$ cat config.mk
export PLATFORM = sky130hd
export DESIGN_NAME = lane_sequencer
export DESIGN_NICKNAME = d
export VERILOG_FILES = /design/src/lane_pkg.sv /design/src/lane_sequencer.sv
export VERILOG_INCLUDE_DIRS = /design/src
export SDC_FILE = /design/constraint.sdc
export NUM_CORES = 1
export LEC_CHECK = 0
export CAP_MARGIN = 5
export CORE_ASPECT_RATIO = 1.2
export CORE_MARGIN = 10
export CORE_UTILIZATION = 40
export DETAILED_ROUTE_END_ITERATION = 8
export DONT_BUFFER_PORTS = 1
export PLACE_DENSITY = 0.54
export SLEW_MARGIN = 20
export SYNTH_ARGS = -nofsm -noshare
export SYNTH_HDL_FRONTEND = slang
export SYNTH_SLANG_ARGS = --single-unit
export TNS_END_PERCENT = 5
$ cat constraint.sdc
create_clock -name clk_i -period 2.7 [get_ports clk_i]
set_clock_uncertainty 0.1 [all_clocks]
set_input_delay 0.135 -clock clk_i [delete_from_list [all_inputs] [get_ports clk_i]]
set_output_delay 0.135 -clock clk_i [all_outputs]
set_load 0.01 [all_outputs]
$ cat src/lane_consts.svh
// Lane constants
// Sizes of the register file slice, the element width and the
// depth of the operand queues

`ifndef LANE_CONSTS_SVH
`define LANE_CONSTS_SVH

// Vector registers held by the lane
`define LANE_NR_VREGS 8

// Elements per vector register
`define LANE_ELEMS 8

// Element width in bits
`define LANE_ELEN 32

// Entries per operand queue
`define LANE_QUEUE_DEPTH 4

`endif

$ cat src/lane_pkg.sv
// Lane package
// Shared element, address and command types of the vector lane

`include "lane_consts.svh"

package lane_pkg;

  typedef logic [`LANE_ELEN-1:0] elen_t;
  typedef logic [$clog2(`LANE_NR_VREGS)-1:0] vreg_t;
  typedef logic [$clog2(`LANE_ELEMS)-1:0] elem_idx_t;
  // Holds 1 to LANE_ELEMS
  typedef logic [$clog2(`LANE_ELEMS+1)-1:0] vlen_t;

  // Address of one element in the register file
  typedef struct packed {
    vreg_t     vreg;
    elem_idx_t elem;
  } vaddr_t;

  typedef enum logic [2:0] {VADD, VSUB, VAND, VOR, VXOR, VSTORE} vop_e;

  // Instruction from the main sequencer
  // A store takes its data register from the vd field
  typedef struct packed {
    vop_e  op;
    vreg_t vd;
    vreg_t vs1;
    vreg_t vs2;
    vlen_t vl;
  } pe_req_t;

  typedef struct packed {
    vreg_t vs1;
    vreg_t vs2;
    vlen_t vl;
    logic  is_store;
  } operand_request_t;

  typedef struct packed {
    vop_e  op;
    vreg_t vd;
    vlen_t vl;
  } vfu_operation_t;

  // Register file write from the ALU or the load port
  typedef struct packed {
    vaddr_t addr;
    elen_t  wdata;
  } result_t;

endpackage

$ cat src/lane_sequencer.sv
// Lane sequencer
// Takes one instruction at a time, splits it into an operand request
// and an ALU operation, and signals completion

module lane_sequencer (
  input  logic                       clk_i,
  input  logic                       rst_n_i,
  input  lane_pkg::pe_req_t          pe_req_i,
  input  logic                       pe_req_valid_i,
  output logic                       pe_req_ready_o,
  output logic                       pe_done_o,
  output lane_pkg::operand_request_t operand_request_o,
  output logic                       operand_request_valid_o,
  input  logic                       operand_request_ready_i,
  output lane_pkg::vfu_operation_t   vfu_operation_o,
  output logic                       vfu_operation_valid_o,
  input  logic                       alu_done_i,
  input  logic                       store_done_i
);
  import lane_pkg::*;

  pe_req_t req_q;
  logic    busy_q;
  logic    oreq_pending_q;
  logic    vfu_valid_q;
  logic    accept;
  logic    is_store;

  assign pe_req_ready_o = !busy_q;
  assign accept         = pe_req_valid_i && pe_req_ready_o;
  assign is_store       = (req_q.op == VSTORE);

  // Completion source depends on the instruction type
  assign pe_done_o = busy_q && !oreq_pending_q && (is_store ? store_done_i : alu_done_i);

  always_comb begin
    operand_request_o.vs1      = is_store ? req_q.vd : req_q.vs1;
    operand_request_o.vs2      = req_q.vs2;
    operand_request_o.vl       = req_q.vl;
    operand_request_o.is_store = is_store;
    vfu_operation_o.op         = req_q.op;
    vfu_operation_o.vd         = req_q.vd;
    vfu_operation_o.vl         = req_q.vl;
  end

  assign operand_request_valid_o = oreq_pending_q;
  assign vfu_operation_valid_o   = vfu_valid_q;

  always_ff @(posedge clk_i or negedge rst_n_i) begin
    if (!rst_n_i) begin
      busy_q         <= 1'b0;
      oreq_pending_q <= 1'b0;
      vfu_valid_q    <= 1'b0;
    end else begin
      // ALU pulse only for arithmetic ops
      vfu_valid_q <= accept && (pe_req_i.op != VSTORE);
      if (accept) begin
        busy_q         <= 1'b1;
        oreq_pending_q <= 1'b1;
      end else begin
        if (operand_request_valid_o && operand_request_ready_i) begin
          oreq_pending_q <= 1'b0;
        end
        if (pe_done_o) begin
          busy_q <= 1'b0;
        end
      end
    end
  end

  always_ff @(posedge clk_i) begin
    if (accept) begin
      req_q <= pe_req_i;
    end
  end

  // Completions only come from the unit that runs the held instruction
  a_alu_done_held: assert property (@(posedge clk_i) disable iff (!rst_n_i)
    alu_done_i |-> busy_q && !oreq_pending_q && !is_store);
  a_store_done_held: assert property (@(posedge clk_i) disable iff (!rst_n_i)
    store_done_i |-> busy_q && !oreq_pending_q && is_store);

endmodule

==> flow_metrics.env, run 1 <==
export IMPL_holdPathEnd="vfu_operation_o[8]"
export IMPL_dp_slack_ns=1.15
export IMPL_core_area_mm2=0.00187
export IMPL_r2r_end="busy_q"
export IMPL_drt_first_pass_iters=2
export IMPL_antenna_cells=0
export IMPL_hpwl_mm=1.18
export IMPL_synth_distinct_cells=12
export IMPL_yosysMostFrequentCell="buf_4"
export IMPL_insertion_delay_ns=0.29
export IMPL_yosysWarnings=0
export IMPL_design_area_um2=951
export IMPL_p_int_uw=488
export IMPL_synth_edf_count=16
export IMPL_drt_total_wl_mm=1.57
export IMPL_maxCapViolations=0
export IMPL_worstPathMaxFanout=5
export IMPL_cp_data_arrival_time_ns=1.85
export IMPL_tightestPinTransition_ns=0.591
export IMPL_hold_start="pe_req_valid_i"
export IMPL_gp_congestion=0.593
export IMPL_grt_pass1_wl_mm=2.44
export IMPL_cp_buffers_inverters=1
export IMPL_avgSynthCellArea_um2=15.2
export IMPL_fin_crit_sh=0.657
export IMPL_grt_max_degree=17
export IMPL_post_synth_top_area_cell="edfxtp_1"
export IMPL_synth_seq_cells=19
export IMPL_synth_common_cells="18 x buf_4, 16 x edfxtp_1, 5 x inv_1"
export IMPL_synth_top_area_frac=0.597
export IMPL_cts_buffers_inserted=3
export IMPL_cts_tree="built"
export IMPL_synth_top_flop_cell="edfxtp_1"
export IMPL_yosysSeqAreaShare=0.691
export IMPL_hold_path_class="in2reg"
export IMPL_io_pins=47
export IMPL_row_count=17
export IMPL_areaGrowthSynthToFinish_pct=18.2
export IMPL_start_util=0.430
export IMPL_drt_initial_drc_count=7
export IMPL_pwr_share_seq=0.623
export IMPL_fin_nets=85
export IMPL_gr_usage_all_layers=0.0761
export IMPL_htreeDepth=1
export IMPL_synthCells=53
export IMPL_postCtsSetupRepairBufs=0
export IMPL_critPathSlowestCell="dlygate4sd3_1"
export IMPL_critPathKind="reg2reg"
export IMPL_r2r_start="vfu_operation_o[8]"
export IMPL_holdWs_ns=0.345
export IMPL_placed_cell_area_um2=693
export IMPL_rsz0062_at_grt="no"
export IMPL_switchingPower_uw=188
export IMPL_p_leak_nw=0.384
export IMPL_slew_headroom=0.606
export IMPL_tns_ns=0
export IMPL_p_per_area_mw_per_mm2=711
export IMPL_cp_cell_sequence="nand3b_4, mux2i_1, o22a_1, dlygate4sd3_1"
export IMPL_drive_above_1_share=0.129
export IMPL_cp_required_ns=2.78
export IMPL_setup_worst_path_end_class="register"
export IMPL_crit_family="buffers and inverters"
export IMPL_die_h_um=69.1
export IMPL_syn_nets=75
export IMPL_worst_setup_path_start_kind="register"
export IMPL_ys_top_cells_by_area="edfxtp_1 60%, buf_4 17%, dfrtp_1 9.3%, mux2_2 4.2%, nand3b_4 2.5%"
export IMPL_antenna_left=0
export IMPL_die_w_um=60.9
export IMPL_grt_overflow_total=0
export IMPL_slowest_delay_ns=0.55
export IMPL_num_vias=390
export IMPL_finalPower_uw=676
export IMPL_path_clk_slew_ns=0.10
export IMPL_async_flop_share=0.158
export IMPL_reg2regPathDepth=4
export IMPL_hold_violations=0
export IMPL_clk_path_buf_depth=2
export IMPL_clock_root_buffer="clkbuf_4"
export IMPL_drc=0
export IMPL_syn_cell_area_um2=805
export IMPL_min_period_ns=1.77
export IMPL_p_comb_frac=0.174
export IMPL_grt_pass1_vias=469
export IMPL_setup_viol=0
export IMPL_status="finished, final reports clean"
export IMPL_die_area_mm2=0.00421
export IMPL_swShare=0.278
export IMPL_cts_sinks=19
export IMPL_maxSlewViolCount=0
export IMPL_peakVddDrop_mv=0.408
export IMPL_fmax_mhz=564
export IMPL_wire_per_inst_um=19.3
export IMPL_r2r_slack_ns=0.93
export IMPL_numPortBuffers=0
export IMPL_holdPathStages=2
export IMPL_via_per_inst=4.81
export IMPL_fin_ws_ns=0.926
export IMPL_clockPowerShare=0.203
export IMPL_antenna_found_initial=0
stage by stage:
stage           util  instances
3_3_place_gp   0.370         54
5_1_grt        0.508         81
2_1_floorplan      -         53
6_report       0.508         81
3_5_place_dp   0.370         54
4_1_cts        0.508         81
how the worst max path moves through the flow:
stage | start | to | slack, ns | cells past startpoint
floorplan | busy_q | operand_request_o[1] | 1.34 | 3
global placement | busy_q | operand_request_o[1] | 1.18 | 3
detailed placement | busy_q | operand_request_o[1] | 1.15 | 3
CTS | vfu_operation_o[8] | busy_q | 0.91 | 4
global route | vfu_operation_o[8] | busy_q | 0.84 | 4
finish | vfu_operation_o[8] | busy_q | 0.93 | 4
layout by cell type, fill, tap and decap left out, drive strengths merged, types with 2 or more instances in the layout:
| master | n |
|---|---|
| edfxtp | 16 |
| clkbuf | 3 |
| mux2 | 3 |
| dlygate4sd3 | 23 |
| inv | 5 |
| dfrtp | 3 |
| nand2 | 2 |
power by group through the flow:
stage | Sequential (mW) | Combinational, mW | Clock, mW
floorplan | 0.401 | 0.121 | 0
global placement | 0.430 | 0.0745 | 0
detailed placement | 0.430 | 0.0764 | 0
CTS | 0.424 | 0.119 | 0.142
global route | 0.429 | 0.134 | 0.154
finish | 0.421 | 0.118 | 0.137
metal layers:
metal | track usage | up-vias | routed length (um)
met4 | 0.0365 | 0 | 9
met3 | 0.0475 | 2 | 215
met5 | 0 | - | 0
li1 | - | 181 | -
met2 | 0.129 | 23 | 870
met1 | 0.0660 | 184 | 471
flip-flops by register name, indices dropped and copies added (netlist names):
register / flops
operand_request_valid_o: 1
vfu_operation_o: 6
req_q: 3
vfu_operation_valid_o: 1
busy_q: 1
operand_request_o: 7
worst reg2reg max path: cells and delay by family (launching register included):
| kind | cells | cell delay, ns |
|---|---|---|
| and+or+nand+nor | 1 | 0.23 |
| AOI/OAI and AO/OA | 1 | 0.16 |
| DFF | 1 | 0.47 |
| buffers and inverters | 1 | 0.55 |
| muxes | 1 | 0.16 |
final cells by class:
cell class	count	area, um2
sequential	19	556
clock buffer	3	22.5
multi-input combinational	11	95.1
timing repair buffer	23	230
clock inverter	1	5.00
tap	19	23.8
inverter	5	18.8
fill	166	921
cell families after synthesis:
family / count (synthesis) / share of synthesized area
AO/OA/AOI/OAI: 3 / 0.0249
buffers and inverters: 23 / 0.191
flip-flops: 19 / 0.691
multiplexers: 4 / 0.0544
AND/OR/NAND/NOR: 4 / 0.0389
timing repair:
| action | 4_1_cts | 5_1_grt |
|---|---|---|
| resized for setup | 0 | 0 |
| hold endpoints to repair | 22 | 0 |
| hold buffers | 23 | 0 |
Power figures use the tool's default switching activity.
==> run 2, diff against run 1 <==
--- a/config.mk
+++ b/config.mk
@@ -6,13 +6,14 @@
 export SDC_FILE = /design/constraint.sdc
 export NUM_CORES = 1
 export LEC_CHECK = 0
+export ABC_AREA = 1
 export CAP_MARGIN = 5
 export CORE_ASPECT_RATIO = 1.2
 export CORE_MARGIN = 10
 export CORE_UTILIZATION = 40
 export DETAILED_ROUTE_END_ITERATION = 8
 export DONT_BUFFER_PORTS = 1
-export PLACE_DENSITY = 0.54
+export PLACE_DENSITY = 0.56
 export SLEW_MARGIN = 20
 export SYNTH_ARGS = -nofsm -noshare
 export SYNTH_HDL_FRONTEND = slang
==> constraint.sdc (replaced) <==
create_clock -name clk_i -period 1.4 [get_ports clk_i]
set_clock_uncertainty 0.1 [all_clocks]
set_input_delay 0.07 -clock clk_i [delete_from_list [all_inputs] [get_ports clk_i]]
set_output_delay 0.07 -clock clk_i [all_outputs]
set_load 0.01 [all_outputs]
==> run 2 against run 1 <==
The flow now finishes with violations (negative setup slack). Synthesized cell count is 21% higher. Cell count is 14% higher. Final area up 6.6%. Count of clock-buffer cells in the layout unchanged. Global-route usage increased by 0.13 points. Largest power group unchanged. Highest routed layer unchanged.
==> flow_metrics.env, run 2 <==
export IMPL_synth_top_area_frac=0.582
export IMPL_violations="negative setup slack"
export IMPL_critPathSlowestCell="edfxtp_1"
export IMPL_postCtsSetupRepairBufs=0
export IMPL_clock_root_buffer="clkbuf_4"
export IMPL_slew_headroom=0.835
export IMPL_final_cell_count_no_fill=92
export IMPL_die_area_mm2=0.00429
export IMPL_gr_usage_all_layers=0.0774
export IMPL_layout_commonest_cell="dlygate4sd3_1"
export IMPL_yosysSeqAreaShare=0.673
export IMPL_drc=0
export IMPL_worst_setup_path_start_kind="register"
export IMPL_grt_overflow_total=0
export IMPL_io_pins=47
export IMPL_hold_path_class="in2reg"
export IMPL_fmax_mhz=704
export IMPL_syn_nets=86
export IMPL_num_vias=451
export IMPL_synth_distinct_cells=15
export IMPL_finalPower_mw=1.36
export IMPL_cp_buffers_inverters=0
export IMPL_maxCapViolations=0
export IMPL_dp_cells=66
export IMPL_r2r_slack_ns=0.26
export IMPL_fin_crit_sh=1.01
export IMPL_cp_data_arrival_time_ns=1.25
export IMPL_drt_first_pass_iters=3
export IMPL_ys_top_cells_by_area="edfxtp_1 58%, buf_4 16%, dfrtp_1 9.1%, nand2_1 5.0%, inv_1 1.8%"
export IMPL_cp_required_ns=1.23
export IMPL_largest_reg_flops=7
export IMPL_antenna_found_initial=0
export IMPL_syn_cell_area_um2=826
export IMPL_drive_above_1_share=0.274
export IMPL_fin_ws_ns=-0.0200
export IMPL_avgSynthCellArea_um2=12.9
export IMPL_r2r_start="busy_q"
export IMPL_drt_total_wl_mm=1.60
export IMPL_antenna_left=0
export IMPL_slowest_delay_ns=0.52
export IMPL_synthCells=64
export IMPL_critPathLaunch="vfu_operation_o[9]"
export IMPL_p_per_area_mw_per_mm2=1350
export IMPL_cts_sinks=19
export IMPL_min_period_ns=1.42
export IMPL_n_fill_cell=146
export IMPL_grt_pass1_vias=510
export IMPL_cts_tree="built"
export IMPL_die_h_um=69.8
export IMPL_drt_initial_drc_count=20
export IMPL_fin_util=0.535
export IMPL_setup_worst_path_end_class="output pin"
export IMPL_wire_per_inst_um=17.4
export IMPL_htreeDepth=1
export IMPL_clk_path_buf_depth=2
export IMPL_worstPathMaxFanout=5
export IMPL_antenna_cells=0
export IMPL_gp_congestion=0.770
export IMPL_endpoint="pe_done_o"
export IMPL_r2r_end="operand_request_o[2]"
export IMPL_hold_start="pe_req_i[8]"
export IMPL_die_w_um=61.5
export IMPL_crit_family="flip-flops"
export IMPL_post_synth_top_area_cell="edfxtp_1"
export IMPL_rsz0062_at_grt="yes"
export IMPL_cts_buffers_inserted=3
export IMPL_grt_max_degree=18
export IMPL_critPathKind="reg2out"
export IMPL_yosysWarnings=0
export IMPL_synth_common_cells="18 x buf_4, 16 x edfxtp_1, 11 x nand2_1"
export IMPL_maxSlewViolCount=0
export IMPL_synth_seq_cells=19
export IMPL_areaGrowthSynthToFinish_pct=22.7
export IMPL_hpwl_mm=1.18
export IMPL_async_flop_share=0.158
export IMPL_via_per_inst=4.90
export IMPL_core_area_mm2=0.00189
export IMPL_start_util=0.436
export IMPL_path_clk_slew_ns=0.11
export IMPL_peakVddDrop_mv=0.845
export IMPL_status="complete, but fails checks"
export IMPL_numPortBuffers=0
export IMPL_insertion_delay_ns=0.29
export IMPL_synth_edf_count=16
export IMPL_cp_cell_sequence="nand3_4, nand2_2, a21boi_2"
export IMPL_dp_slack_ns=0.222
export IMPL_mostFrequentLayoutCells="22 x dlygate4sd3_1, 16 x edfxtp_1, 7 x nand2_2"
export IMPL_reg2regPathDepth=2
export IMPL_crit_cells=3
export IMPL_grt_pass1_wl_mm=2.50
export IMPL_tightestPinTransition_ns=0.247
export IMPL_synth_top_flop_cell="edfxtp_1"
export IMPL_row_count=17
export IMPL_tns_ns=-0.0205
export IMPL_fin_nets=96
export IMPL_hold_violations=0
export IMPL_setup_viol=2
export IMPL_yosysMostFrequentCell="buf_4"
export IMPL_p_leak_nw=0.391
==> run 2: layout make-up <==
class / instances / area [um2] / area share
Clock buffer: 3 / 22.5 / 0.0222
Clock inverter: 1 / 5.00 / 0.00494
Inverter: 6 / 25.0 / 0.0247
Multi-Input combinational cell: 21 / 141 / 0.140
Sequential cell: 19 / 556 / 0.548
Tap cell: 19 / 23.8 / 0.0235
Timing Repair Buffer: 23 / 240 / 0.237
==> run 2: worst min path at each step <==
stage | end | slack, ns | cells after the start
floorplan | busy_q | -0.33 | 0
global placement | vfu_operation_valid_o | -0.33 | 0
detailed placement | vfu_operation_valid_o | -0.33 | 0
CTS | operand_request_o[5] | 0.28 | 1
global route | req_q[8] | 0.28 | 1
finish | req_q[8] | 0.30 | 1
==> run 2: logic make-up (layout without fill, tap and decap cells) <==
| group | Yosys count | count (layout) | share of synthesized area |
|---|---|---|---|
| buffers and inverters | 24 | 33 | 0.191 |
| flip-flops | 19 | 19 | 0.673 |
| AND/OR/NAND/NOR | 18 | 18 | 0.109 |
| AO/OA/AOI/OAI | 3 | 3 | 0.0273 |
==> run 2: worst register-to-register path, stage by stage, from the launching register on <==
cell,delay (ns)
dfrtp_1,0.43
nor2_2,0.16
buf_12,0.17
==> run 2: timing repair <==
item | CTS | global route
cloned | 0 | 0
hold buffers | 22 | 0
endpoints found under the hold margin | 22 | 0
resized for setup | 10 | 0
endpoints found under the setup margin | 4 | 4
==> run 2: per-stage QoR <==
stage / hold slack, ns / area, um2
finish: 0.298 / 1010
global route: 0.279 / 1010
CTS: 0.283 / 1010
detailed placement: -0.325 / 737
global placement: -0.325 / 737
floorplan: -0.326 / 828
==> run 2: where the power goes <==
group          internal, mW  switching [mW]
Clock                 0.106           0.161
Combinational         0.123           0.144
Sequential            0.723           0.107
==> run 2: metal layers <==
metal	GRT usage	routed length (um)	vias to the layer above
li1	-	-	212
met1	0.0794	518	213
met2	0.121	856	24
met3	0.0439	222	2
met4	0.0369	6	0
met5	0	0	-
==> run 3, diff against run 2 <==
--- a/config.mk
+++ b/config.mk
@@ -6,7 +6,6 @@
 export SDC_FILE = /design/constraint.sdc
 export NUM_CORES = 1
 export LEC_CHECK = 0
-export ABC_AREA = 1
 export CAP_MARGIN = 5
 export CORE_ASPECT_RATIO = 1.2
 export CORE_MARGIN = 10
==> run 3 against run 2 <==
The run still ends with negative setup slack left. Setup slack worse by 0.072 ns. Power decreased by 0.80%. Cell count fell by 7.6%. Critical path type unchanged. Count of clock-buffer cells in the layout stayed put. Highest routed layer unchanged. Clock power about the same.
==> flow_metrics.env, run 3 (synthesis results as in run 1) <==
export IMPL_critPathKind="reg2out"
export IMPL_grt_overflow_total=0
export IMPL_gp_congestion=0.685
export IMPL_num_vias=402
export IMPL_die_h_um=69.1
export IMPL_drive_above_1_share=0.273
export IMPL_clk_path_buf_depth=2
export IMPL_slew_headroom=0.853
export IMPL_clock_root_buffer="clkbuf_4"
export IMPL_violations="negative setup slack"
export IMPL_htreeDepth=1
export IMPL_hold_violations=0
export IMPL_worstPathMaxFanout=5
export IMPL_design_area_mm2=0.00100
export IMPL_mostFrequentLayoutCells="20 x dlygate4sd3_1, 16 x edfxtp_1, 7 x buf_4"
export IMPL_io_pins=47
export IMPL_via_per_inst=4.73
export IMPL_drc=0
export IMPL_drt_initial_drc_count=5
export IMPL_antenna_cells=0
export IMPL_grt_pass1_vias=518
export IMPL_fmax_mhz=670
export IMPL_cts_tree="built"
export IMPL_drt_total_wl_mm=1.67
export IMPL_min_period_ns=1.49
export IMPL_cts_sinks=19
export IMPL_cp_required_ns=1.23
export IMPL_setup_viol=5
export IMPL_placed_cell_area_um2=723
export IMPL_fin_nets=89
export IMPL_p_per_area_mw_per_mm2=1350
export IMPL_hold_path_class="in2reg"
export IMPL_rsz0062_at_grt="yes"
export IMPL_die_area_mm2=0.00421
export IMPL_status="complete, but fails checks"
export IMPL_die_w_um=60.9
export IMPL_maxCapViolations=0
export IMPL_numPortBuffers=0
export IMPL_worst_setup_path_start_kind="register"
export IMPL_wire_per_inst_um=19.7
export IMPL_insertion_delay_ns=0.29
export IMPL_maxSlewViolCount=0
export IMPL_areaGrowthSynthToFinish_pct=24.9
export IMPL_finalPower_mw=1.35
export IMPL_start_util=0.430
export IMPL_core_area_mm2=0.00187
export IMPL_cts_buffers_inserted=3
export IMPL_fin_crit_sh=1.07
export IMPL_hpwl_mm=1.30
export IMPL_gr_usage_all_layers=0.0870
export IMPL_path_clk_slew_ns=0.10
export IMPL_setup_worst_path_end_class="output pin"
export IMPL_antenna_left=0
export IMPL_tightestPinTransition_ns=0.221
export IMPL_grt_pass1_wl_mm=2.77
export IMPL_cp_data_arrival_time_ns=1.32
export IMPL_antenna_found_initial=0
export IMPL_fin_ws_ns=-0.0919
export IMPL_p_leak_nw=0.414
export IMPL_largest_reg_flops=7
export IMPL_row_count=17
export IMPL_drt_first_pass_iters=2
export IMPL_peakVddDrop_mv=0.880
export IMPL_layout_commonest_cell="dlygate4sd3_1"
export IMPL_grt_max_degree=12
## run 3: changes by cell type in the layout (fill, tap and decap cells not counted), moves of 2 or more
cell	delta
nand2_2	-7
dlygate4sd3_1	-2
buf_4	+7
nand2_1	-3
mux2_4	+3
## run 3: layer usage
metal / up-vias / share of wire / global-route usage
met5: - / 0 / 0
met4: 0 / 0.0054 / 0.0389
met3: 2 / 0.10 / 0.0420
met2: 26 / 0.57 / 0.137
met1: 186 / 0.32 / 0.0941
li1: 188 / - / -
## run 3: worst max-delay path: stages, from the launching register on
cell	delay, ns
edfxtp_1	0.50
nand3b_4	0.19
mux2i_4	0.28
nor2_4	0.06
## run 3: final timing paths
check,from,endpoint,slack [ns],cells past startpoint
hold reg to reg,busy_q,busy_q,0.47,1
max in group asynchronous,rst_n_i,busy_q,0.59,2
setup reg to reg,vfu_operation_o[9],busy_q,0.02,4
min in group asynchronous,rst_n_i,vfu_operation_valid_o,0.46,2
setup / recovery,vfu_operation_o[9],pe_done_o,-0.09,3
hold / removal,store_done_i,busy_q,0.05,3
## run 3: where the power goes
part / switching [mW] / leakage, nW / internal [mW]
Combinational: 0.137 / 0.211 / 0.139
Clock: 0.160 / 0.0177 / 0.106
Sequential: 0.0885 / 0.185 / 0.722
Total: 0.385 / 0.414 / 0.968
## run 3: metrics by stage
step | hold slack [ns] | worst slack, ns | util | instances | setup TNS (ns)
after detailed placement | -0.325 | 0.173 | 0.386 | 58 | 0
after global routing | 0.0496 | -0.176 | 0.537 | 85 | -0.835
after floorplan | -0.326 | 0.0396 | - | 53 | 0
after CTS | 0.0444 | -0.122 | 0.525 | 84 | -0.451
final | 0.0461 | -0.0919 | 0.537 | 85 | -0.418
after global placement | -0.325 | 0.195 | 0.386 | 58 | 0
## run 3: repair_timing
| item | 4_1_cts | 5_1_grt |
|---|---|---|
| buffers inserted | 2 | 1 |
| resized for setup | 6 | 2 |
| hold buffers | 20 | 0 |
| pin swaps | 1 | 1 |
| endpoints found under the setup margin | 4 | 6 |
| cloned | 0 | 0 |
| endpoints found under the hold margin | 22 | 0 |
## run 3: cell type report
class                           count  area, um2
Clock buffer                        3       22.5
Tap cell                           19       23.8
Inverter                            5       18.8
Fill cell                         161        867
Sequential cell                    19        556
Timing Repair Buffer               27        253
Multi-Input combinational cell     11        126
Clock inverter                      1       5.00
